File: src/verilog/risc_pkg.sv
package risc_pkg;

	// Datapath and register file sizes
	localparam int WORD_WIDTH     = 16;
	localparam int REG_ADDR_WIDTH = 3;
	localparam int NUM_REGS       = 8;

	// Instruction field widths
	localparam int OPCODE_WIDTH = 4;
	localparam int COND_WIDTH   = 2;
	localparam int IMM6_WIDTH   = 6;
	localparam int IMM9_WIDTH   = 9;

	// Field positions in the 16-bit instruction word
	localparam int OPCODE_LSB = 12;
	localparam int RA_LSB     = 9;
	localparam int RB_LSB     = 6;
	localparam int RC_LSB     = 3;
	localparam int COND_LSB   = 0;

	// LHI places imm9 in the upper bits of the word
	localparam int LHI_SHIFT = 7;

	typedef logic [WORD_WIDTH-1:0]     word_t;
	typedef logic [REG_ADDR_WIDTH-1:0] reg_addr_t;
	typedef logic [COND_WIDTH-1:0]     cond_t;

	// Only the execute subset of the ISA
	typedef enum logic [OPCODE_WIDTH-1:0]
	{
		ADI = 4'd0,
		ADD = 4'd1,
		NDU = 4'd2,
		LHI = 4'd3
	} opcode_t;

	// Condition field of ADD and NDU
	// 10 gives ADC/NDC, 01 gives ADZ/NDZ
	localparam cond_t COND_NONE  = 2'b00;
	localparam cond_t COND_ZERO  = 2'b01;
	localparam cond_t COND_CARRY = 2'b10;

endpackage
File: src/verilog/adder_unit.sv
`timescale 1ns/1ps

module adder_unit
(
	input  risc_pkg::word_t op_a,
	input  risc_pkg::word_t op_b,
	output risc_pkg::word_t sum,
	output logic            carry
);
	import risc_pkg::*;

	// One extra bit to catch the carry out
	logic [WORD_WIDTH:0] full_sum;

	// Shared by ADD and ADI
	// ADI arrives with the immediate already in op_b
	assign full_sum = {1'b0, op_a} + {1'b0, op_b};

	// Low bits are the result, top bit feeds C
	assign sum   = full_sum[WORD_WIDTH-1:0];
	assign carry = full_sum[WORD_WIDTH];

endmodule

File: src/verilog/decode_stage.sv
`timescale 1ns/1ps

module decode_stage
(
	input  logic                clk,
	input  logic                reset,
	input  risc_pkg::word_t     instr,
	input  logic                instr_valid,
	input  risc_pkg::word_t     ex_result,
	input  logic                ex_write,
	input  risc_pkg::reg_addr_t ex_dest,
	input  logic                wb_valid,
	input  risc_pkg::reg_addr_t wb_dest,
	input  risc_pkg::word_t     wb_data,
	output risc_pkg::word_t     op_a,
	output risc_pkg::word_t     op_b,
	output risc_pkg::opcode_t   ex_opcode,
	output risc_pkg::cond_t     ex_cond,
	output logic                ex_valid,
	output risc_pkg::reg_addr_t ex_dest_out
);
	import risc_pkg::*;

	word_t     dec_instr;
	logic      dec_valid;
	opcode_t   dec_opcode;
	cond_t     dec_cond;
	reg_addr_t dec_ra;
	reg_addr_t dec_rb;
	reg_addr_t dec_rc;
	reg_addr_t dec_dest;
	word_t     rf_data_a;
	word_t     rf_data_b;
	word_t     fwd_a;
	word_t     fwd_b;
	word_t     imm6_ext;
	word_t     imm9_ext;
	word_t     operand_b;

	// Youngest producer wins, execute before writeback
	function automatic word_t forward_sel(input reg_addr_t src, input word_t rf_value);
		word_t value;
		if (ex_write && ex_dest == src)
			value = ex_result;
		else if (wb_valid && wb_dest == src)
			value = wb_data;
		else
			value = rf_value;
		return value;
	endfunction

	// Decode register, a cycle without the strobe is a bubble
	always_ff @(posedge clk)
	begin
		if (reset)
			dec_valid <= 1'b0;
		else
			dec_valid <= instr_valid;
	end

	always_ff @(posedge clk)
	begin
		if (instr_valid)
			dec_instr <= instr;
	end

	// Field split
	assign dec_opcode = opcode_t'(dec_instr[OPCODE_LSB +: OPCODE_WIDTH]);
	assign dec_ra     = dec_instr[RA_LSB +: REG_ADDR_WIDTH];
	assign dec_rb     = dec_instr[RB_LSB +: REG_ADDR_WIDTH];
	assign dec_rc     = dec_instr[RC_LSB +: REG_ADDR_WIDTH];
	assign dec_cond   = dec_instr[COND_LSB +: COND_WIDTH];

	// ADI imm6 is signed, LHI imm9 goes in unsigned
	assign imm6_ext = {{(WORD_WIDTH-IMM6_WIDTH){dec_instr[IMM6_WIDTH-1]}},
		dec_instr[IMM6_WIDTH-1:0]};
	assign imm9_ext = {{(WORD_WIDTH-IMM9_WIDTH){1'b0}}, dec_instr[IMM9_WIDTH-1:0]};

	// Write port is driven straight from the writeback register
	register_file u_register_file
	(
		.clk         (clk),
		.reset       (reset),
		.read_addr_a (dec_ra),
		.read_addr_b (dec_rb),
		.read_data_a (rf_data_a),
		.read_data_b (rf_data_b),
		.write_en    (wb_valid),
		.write_addr  (wb_dest),
		.write_data  (wb_data)
	);

	// Forward mux also follows the execute and writeback ports
	always_comb
	begin
		fwd_a = forward_sel(dec_ra, rf_data_a);
		fwd_b = forward_sel(dec_rb, rf_data_b);
	end

	// Destination field and second operand per opcode
	always_comb
	begin
		case (dec_opcode)
			ADI:
			begin
				dec_dest  = dec_rb;
				operand_b = imm6_ext;
			end
			LHI:
			begin
				dec_dest  = dec_ra;
				operand_b = imm9_ext;
			end
			default:
			begin
				dec_dest  = dec_rc;
				operand_b = fwd_b;
			end
		endcase
	end

	// Execute register
	always_ff @(posedge clk)
	begin
		if (reset)
			ex_valid <= 1'b0;
		else
			ex_valid <= dec_valid;
	end

	always_ff @(posedge clk)
	begin
		op_a        <= fwd_a;
		op_b        <= operand_b;
		ex_opcode   <= dec_opcode;
		ex_cond     <= dec_cond;
		ex_dest_out <= dec_dest;
	end

endmodule

File: src/verilog/logic_unit.sv
`timescale 1ns/1ps

module logic_unit
(
	input  risc_pkg::opcode_t opcode,
	input  risc_pkg::word_t   op_a,
	input  risc_pkg::word_t   op_b,
	output risc_pkg::word_t   result
);
	import risc_pkg::*;

	always_comb
	begin
		case (opcode)
			// Bitwise NAND
			NDU: result = ~(op_a & op_b);
			// imm9 moved into bits 15..7, low bits zero
			LHI: result = word_t'(op_b << LHI_SHIFT);
			default: result = '0;
		endcase
	end

endmodule

File: src/verilog/register_file.sv
`timescale 1ns/1ps

module register_file
(
	input  logic               clk,
	input  logic               reset,
	input  risc_pkg::reg_addr_t read_addr_a,
	input  risc_pkg::reg_addr_t read_addr_b,
	output risc_pkg::word_t    read_data_a,
	output risc_pkg::word_t    read_data_b,
	input  logic               write_en,
	input  risc_pkg::reg_addr_t write_addr,
	input  risc_pkg::word_t    write_data
);
	import risc_pkg::*;

	// Eight general purpose registers R0..R7
	word_t regs [NUM_REGS];

	// Single write port, cleared on reset
	always_ff @(posedge clk)
	begin
		if (reset)
		begin
			for (int i = 0; i < NUM_REGS; i++)
			begin
				regs[i] <= '0;
			end
		end
		else if (write_en)
		begin
			regs[write_addr] <= write_data;
		end
	end

	// Read ports
	// Write-through so a same-cycle write is seen by the reader
	always_comb
	begin
		if (write_en && write_addr == read_addr_a)
			read_data_a = write_data;
		else
			read_data_a = regs[read_addr_a];

		if (write_en && write_addr == read_addr_b)
			read_data_b = write_data;
		else
			read_data_b = regs[read_addr_b];
	end

endmodule

File: src/verilog/result_stage.sv
`timescale 1ns/1ps

module result_stage
(
	input  logic                clk,
	input  logic                reset,
	input  logic                ex_valid,
	input  risc_pkg::opcode_t   ex_opcode,
	input  risc_pkg::cond_t     ex_cond,
	input  risc_pkg::reg_addr_t ex_dest,
	input  risc_pkg::word_t     sum,
	input  logic                carry,
	input  risc_pkg::word_t     logic_result,
	output risc_pkg::word_t     ex_result,
	output logic                ex_write,
	output logic                wb_valid,
	output risc_pkg::reg_addr_t wb_dest,
	output risc_pkg::word_t     wb_data,
	output logic                c_flag,
	output logic                z_flag
);
	import risc_pkg::*;

	logic is_arith;
	logic is_logic;
	logic is_cond_form;
	logic upd_c;
	logic upd_z;
	logic cond_ok;

	// Opcode classes and flag effects
	always_comb
	begin
		is_arith     = 1'b0;
		is_logic     = 1'b0;
		is_cond_form = 1'b0;
		upd_c        = 1'b0;
		upd_z        = 1'b0;
		case (ex_opcode)
			ADD:
			begin
				is_arith     = 1'b1;
				is_cond_form = 1'b1;
				upd_c        = 1'b1;
				upd_z        = 1'b1;
			end
			ADI:
			begin
				is_arith = 1'b1;
				upd_c    = 1'b1;
				upd_z    = 1'b1;
			end
			// NDU touches Z only
			NDU:
			begin
				is_logic     = 1'b1;
				is_cond_form = 1'b1;
				upd_z        = 1'b1;
			end
			// LHI leaves both flags
			LHI: is_logic = 1'b1;
			default: is_logic = 1'b0;
		endcase
	end

	// Condition against flags from the previous instruction
	always_comb
	begin
		cond_ok = 1'b1;
		if (is_cond_form)
		begin
			case (ex_cond)
				COND_NONE:  cond_ok = 1'b1;
				COND_CARRY: cond_ok = c_flag;
				COND_ZERO:  cond_ok = z_flag;
				default:    cond_ok = 1'b1;
			endcase
		end
	end

	// Also fed back to decode for distance-1 forwarding
	assign ex_result = is_arith ? sum : logic_result;
	assign ex_write  = ex_valid && (is_arith || is_logic) && cond_ok;

	// Writeback register and flags
	// A skipped or unknown instruction changes nothing
	always_ff @(posedge clk)
	begin
		if (reset)
		begin
			wb_valid <= 1'b0;
			c_flag   <= 1'b0;
			z_flag   <= 1'b0;
		end
		else
		begin
			wb_valid <= ex_write;
			if (ex_write && upd_c)
				c_flag <= carry;
			if (ex_write && upd_z)
				z_flag <= (ex_result == '0);
		end
	end

	always_ff @(posedge clk)
	begin
		wb_dest <= ex_dest;
		wb_data <= ex_result;
	end

endmodule

File: src/verilog/risc_core.sv
`timescale 1ns/1ps

module risc_core
(
	input  logic                clk,
	input  logic                reset,
	input  risc_pkg::word_t     instr,
	input  logic                instr_valid,
	output logic                wb_valid,
	output risc_pkg::reg_addr_t wb_dest,
	output risc_pkg::word_t     wb_data,
	output logic                c_flag,
	output logic                z_flag
);
	import risc_pkg::*;

	// Execute stage operands and control
	word_t     op_a;
	word_t     op_b;
	opcode_t   ex_opcode;
	cond_t     ex_cond;
	logic      ex_valid;
	reg_addr_t ex_dest;

	// Functional unit outputs
	word_t sum;
	logic  carry;
	word_t logic_result;

	// Forwarding path from execute
	word_t ex_result;
	logic  ex_write;

	// Decode, operand read and forwarding
	decode_stage u_decode_stage
	(
		.clk         (clk),
		.reset       (reset),
		.instr       (instr),
		.instr_valid (instr_valid),
		.ex_result   (ex_result),
		.ex_write    (ex_write),
		.ex_dest     (ex_dest),
		.wb_valid    (wb_valid),
		.wb_dest     (wb_dest),
		.wb_data     (wb_data),
		.op_a        (op_a),
		.op_b        (op_b),
		.ex_opcode   (ex_opcode),
		.ex_cond     (ex_cond),
		.ex_valid    (ex_valid),
		.ex_dest_out (ex_dest)
	);

	// ADD and ADI
	adder_unit u_adder_unit
	(
		.op_a  (op_a),
		.op_b  (op_b),
		.sum   (sum),
		.carry (carry)
	);

	// NDU and LHI
	logic_unit u_logic_unit
	(
		.opcode (ex_opcode),
		.op_a   (op_a),
		.op_b   (op_b),
		.result (logic_result)
	);

	// Result select, conditions, flags and writeback
	result_stage u_result_stage
	(
		.clk          (clk),
		.reset        (reset),
		.ex_valid     (ex_valid),
		.ex_opcode    (ex_opcode),
		.ex_cond      (ex_cond),
		.ex_dest      (ex_dest),
		.sum          (sum),
		.carry        (carry),
		.logic_result (logic_result),
		.ex_result    (ex_result),
		.ex_write     (ex_write),
		.wb_valid     (wb_valid),
		.wb_dest      (wb_dest),
		.wb_data      (wb_data),
		.c_flag       (c_flag),
		.z_flag       (z_flag)
	);

endmodule

File: config.mk
export PLATFORM = sky130hd
export DESIGN_NAME = risc_core
export DESIGN_NICKNAME = d
export VERILOG_FILES = /design/src/verilog/risc_pkg.sv /design/src/verilog/adder_unit.sv /design/src/verilog/decode_stage.sv /design/src/verilog/logic_unit.sv /design/src/verilog/register_file.sv /design/src/verilog/result_stage.sv /design/src/verilog/risc_core.sv
export SDC_FILE = /design/constraint.sdc
export NUM_CORES = 1
export LEC_CHECK = 0
export BUFFER_PORTS_ARGS = -buffer_cell sky130_fd_sc_hd__buf_2
export CORE_MARGIN = 5
export CORE_UTILIZATION = 44
export CTS_CLUSTER_SIZE = 30
export DETAILED_ROUTE_END_ITERATION = 10
export SKIP_LAST_GASP = 1
export SLEW_MARGIN = 20
export SYNTH_ARGS = -nofsm -noshare
export SYNTH_HDL_FRONTEND = slang
export SYNTH_SLANG_ARGS = --single-unit
File: constraint.sdc
create_clock -name clk -period 3.48 [get_ports clk]
set_input_delay 0.522 -clock clk [delete_from_list [all_inputs] [get_ports clk]]
set_output_delay 0.522 -clock clk [all_outputs]
set_load 0.01 [all_outputs]
==> summary.md <==
The run gives 0 as the final max-slew violation count. Worst slew slack as a fraction of its limit: 31.34%. The tools report the sequential area share after synthesis as 52.76%.

After clock tree synthesis, the setup repair step added 0 buffers. The fraction of layout instances using a drive strength above 1 is 22.19%. The setup check on the worst reg-to-reg path leaves a slack of 680 ps. The commonest cells after synthesis are sky130_fd_sc_hd__edfxtp_1 (144), sky130_fd_sc_hd__and2_1 (130), sky130_fd_sc_hd__dfxtp_1 (71).

The post-detailed-placement half-perimeter wirelength was 18620 um; the TritonCTS buffer count was 24. The cell with the most instances after synthesis was sky130_fd_sc_hd__edfxtp_1. The die height was 167.3 um; the number of DRC markers in iteration 0 was 441.

After synthesis, the share of flip-flops with an asynchronous set or reset is 0%. TritonCTS built the clock tree. The pin slew with the least headroom to its limit was 1028 ps.

Setup total negative slack on the finished layout was measured at 0 ps. Power spread over the standard cell area amounts to 550.4 nW/um2. The total overflow left after global routing is 0.

The shortest period the worst path allows works out to 2797 ps. The floorplan step set the die width to 167.3 um. In the routed layout, each cell is associated on average with a via count of 5.663. The number of DRC violations after detailed routing is 0, and the count of warnings emitted by yosys is 0.

For the initial core utilization, the log shows 44.78%. Gates resized during post-CTS repair numbered 0. Pin count of the biggest net entering global routing: 33. The maximum fanout along the worst path was 4. The mean post-synth cell area works out to 12.63 um2. The flow ran to the end, and the final reports show no timing, DRC or antenna violations. The flip-flop and latch count after synthesis came out at 215. Global routing consumed, over all layers together, 19.67% of the routing resources. The synthesized netlist devotes 14.57% of its cell area to simple gates. The final core utilization is 50.44%, and the maximum root-to-sink buffer count is 3. The run gives 862 as the synthesized netlist cell count.

The wire length reported by the detailed router is 27670 um, and the post-cts hold buffer count is 0. By area the synthesized netlist is led by sky130_fd_sc_hd__edfxtp_1 (40%), sky130_fd_sc_hd__mux4_2 (13%), sky130_fd_sc_hd__dfxtp_1 (13%), sky130_fd_sc_hd__and2_1 (7.5%), sky130_fd_sc_hd__mux2i_1 (3.3%). The total vias in the final route is 7017, and the xor and xnor area share after synthesis is 1.528%. The number of global-route vias before repair is 7175, and the share of the synthesized area in the top cell type is 39.71%. By area, the combinational part of the netlist is dominated by multiplexers. The cell type contributing the most total cell area after synthesis is sky130_fd_sc_hd__edfxtp_1. The tools report the count of final hold-check violations as 0. The count of nets left with antenna violations once routing finished came out at 0. Count of max-cap constraint violations: 0. The clock transition time at the flip-flop clock pins of the worst setup and hold paths was 60 ps. The final weighted congestion of routability-driven global placement was 0.8190. The ratio of final minimum period to clock period works out to 80.37%. Largest voltage drop on the vdd net: 479.9 uV. In this run the static leakage power is 0.004747 uW.

Walking the worst path, the cells encountered are ha_1 > fa_1 > a211oi_2 > or3_4 > a2111oi_2 > or3_1 > a31oi_1 > inv_1 > nor2_2 > nand4b_1 > o31ai_2. The number of placed cells counting well taps came out at 1195. The total number of placement rows came out at 57.

Summing the areas of all compound-gate instances in the mapped netlist gives 8.226% of the synthesized area. Yosys mapped a number of flops with a built-in enable equal to 144. Static timing analysis puts the maximum clock frequency at 357.5 MHz. At the end of the flow, the number of nets in the layout was 935. The logs give 215 for the total clock sinks and 24320 um2 for the placeable core region. In this run the tool buffered the top-level ports with 40 buffer cells.

The tools report the number of H-tree levels as 1. The synthesized netlist occupies a cell area of 10890 um2. For the worst hold slack after final layout, the log shows 166.3 ps. The cell type of the slowest stage on the worst timing path is sky130_fd_sc_hd__fa_1. The die covers 28000 um2.

For the final database, setup skew stands at 21.99 ps. For this design the top-level I/O count stands at 41. The logs give 0 for the number of antenna violations at the first check in global routing and 5 for the first-pass detailed-route iteration total.

The tools report the count of endpoints failing setup in the final report as 0. For the clock latency of the later-clocked register in the worst-skew pair, the log shows 530 ps. For this run, the slowest stage of the critical path takes 430 ps. Path type of the worst min-delay path: primary input to flop.

STA puts the critical path data required time at 3910 ps. The number of antenna diodes in the final layout is 0. The cell sitting at the root of the clock tree is a sky130_fd_sc_hd__clkbuf_16.

The type of element capturing the critical path is a flop. The first global-routing pass estimated 43010 um of wire. For this run, the number of standard cells in the final layout without fillers is 1239. The tools report the worst endpoint data arrival time as 3230 ps. The share of synthesized area spent on multiplexers was 18.30%.

The worst setup path is of the flop to flop kind. After Yosys synthesis, full adders, half adders and majority gates account for 2.344% of the synthesized area. The number of filler cells placed in the layout was 2115. STA classifies the critical path startpoint as a flop. In this run, distinct cell masters in the synthesized netlist total 61. Setup repair after global routing left no endpoint under its margin. From synthesis to final layout, the design area changed by 12.65%. Dividing the detail-routed wire length by the instance count gives 22.33 um. In the synthesized netlist the dominant register cell turns out to be sky130_fd_sc_hd__edfxtp_1.

When the netlist entered floorplanning its net count stood at 900.
routing by layer:
metal	up-vias	track usage (%)	routed length (um)
met5	-	0	0
met4	0	4.869	607
met3	43	2.499	1060
met2	166	33.13	13530
met1	3510	27.32	12470
li1	3298	-	-
per-stage QoR:
| stage | cell area (um2) | total power, uW | setup WS, ps |
|---|---|---|---|
| after CTS | 12270 | 6807 | 705.6 |
| after floorplan | 10890 | 3947 | 952.5 |
| after global placement | 11480 | 4314 | 791.1 |
| after global routing | 12270 | 7067 | 503.5 |
| after detailed placement | 11480 | 4324 | 740.9 |
| final | 12270 | 6753 | 683.0 |
critical path: cells and delay by family, from the launching register on:
kind / cells / cell delay (ps)
AOI/OAI and AO/OA: 4 / 790
DFF: 1 / 300
and+or+nand+nor: 4 / 830
adders and majority gates: 2 / 670
buffers and inverters: 1 / 110
cells in the final DEF, fill, tap and decap left out, types with 3 or more instances in the layout:
| cell type | count |
|---|---|
| sky130_fd_sc_hd__o21ai_1 | 10 |
| sky130_fd_sc_hd__clkbuf_1 | 6 |
| sky130_fd_sc_hd__xnor2_1 | 12 |
| sky130_fd_sc_hd__and2_1 | 130 |
| sky130_fd_sc_hd__ha_1 | 18 |
| sky130_fd_sc_hd__nor3_1 | 6 |
| sky130_fd_sc_hd__a22oi_1 | 3 |
| sky130_fd_sc_hd__nand2b_1 | 4 |
| sky130_fd_sc_hd__mux4_2 | 64 |
| sky130_fd_sc_hd__nand3_1 | 9 |
| sky130_fd_sc_hd__a211oi_1 | 18 |
| sky130_fd_sc_hd__nand2_1 | 42 |
| sky130_fd_sc_hd__edfxtp_1 | 144 |
| sky130_fd_sc_hd__clkbuf_16 | 24 |
| sky130_fd_sc_hd__buf_4 | 22 |
| sky130_fd_sc_hd__buf_2 | 40 |
| sky130_fd_sc_hd__dfxtp_1 | 69 |
| sky130_fd_sc_hd__nand4_1 | 3 |
| sky130_fd_sc_hd__o211ai_1 | 9 |
| sky130_fd_sc_hd__nor4_2 | 3 |
| sky130_fd_sc_hd__or2_2 | 9 |
| sky130_fd_sc_hd__mux2i_1 | 36 |
| sky130_fd_sc_hd__nor4_1 | 3 |
| sky130_fd_sc_hd__clkbuf_8 | 6 |
| sky130_fd_sc_hd__nor2_1 | 66 |
| sky130_fd_sc_hd__a21oi_1 | 43 |
| sky130_fd_sc_hd__inv_1 | 8 |
| sky130_fd_sc_hd__o21ai_0 | 17 |
| sky130_fd_sc_hd__mux2_2 | 17 |
| sky130_fd_sc_hd__xor2_1 | 7 |
| sky130_fd_sc_hd__o22ai_1 | 7 |
| sky130_fd_sc_hd__a21o_1 | 6 |
final cells by class:
| type | count | area (um2) | area share [%] |
|---|---|---|---|
| Inverter | 8 | 30.03 | 0.2448 |
| Clock inverter | 8 | 77.57 | 0.6323 |
| Tap cell | 324 | 405.4 | 3.304 |
| Multi-Input combinational cell | 585 | 4916 | 40.07 |
| Timing Repair Buffer | 63 | 385.4 | 3.141 |
| Clock buffer | 36 | 705.7 | 5.752 |
| Sequential cell | 215 | 5748 | 46.85 |
cell families (layout without fill, tap and decap cells):
kind of cell    count (synthesis)  count (layout)
compound gates                134             134
xor+xnor                       19              19
fa+ha+maj                      20              20
buf+inv                        62             115
flops                         215             215
mux                           117             117
simple gates                  295             295
report_power, final:
part	leakage, uW	total, uW	switching (uW)	internal [uW]
clock network	0.000383	2480	1000	1470
registers	0.00207	3130	224	2910
logic	0.00229	1140	615	528
total	0.00475	6750	1840	4910
worst paths after layout:
path,startpoint,to,depth (start not counted)
max,u_decode_stage.op_a[0],u_result_stage.z_flag,11
min reg2reg,u_decode_stage.ex_dest_out[1],u_result_stage.wb_dest[1],0
min,instr[5],u_decode_stage.dec_instr[5],1
max reg2reg,u_decode_stage.op_a[0],u_result_stage.z_flag,11
state kept, by name, summed over array words and instances (netlist names), named ones only:
signal,count
u_result_stage.z_flag,1
u_result_stage.wb_valid,1
u_result_stage.wb_dest,3
u_decode_stage.op_b,16
u_decode_stage.dec_valid,1
u_decode_stage.u_register_file.regs,128
u_decode_stage.ex_valid,1
u_decode_stage.ex_cond,2
u_decode_stage.ex_opcode,4
u_result_stage.c_flag,1
u_decode_stage.dec_instr,16
u_result_stage.wb_data,16
u_decode_stage.op_a,16
u_decode_stage.ex_dest_out,3
Note: power is estimated with default switching activity, not from simulation.
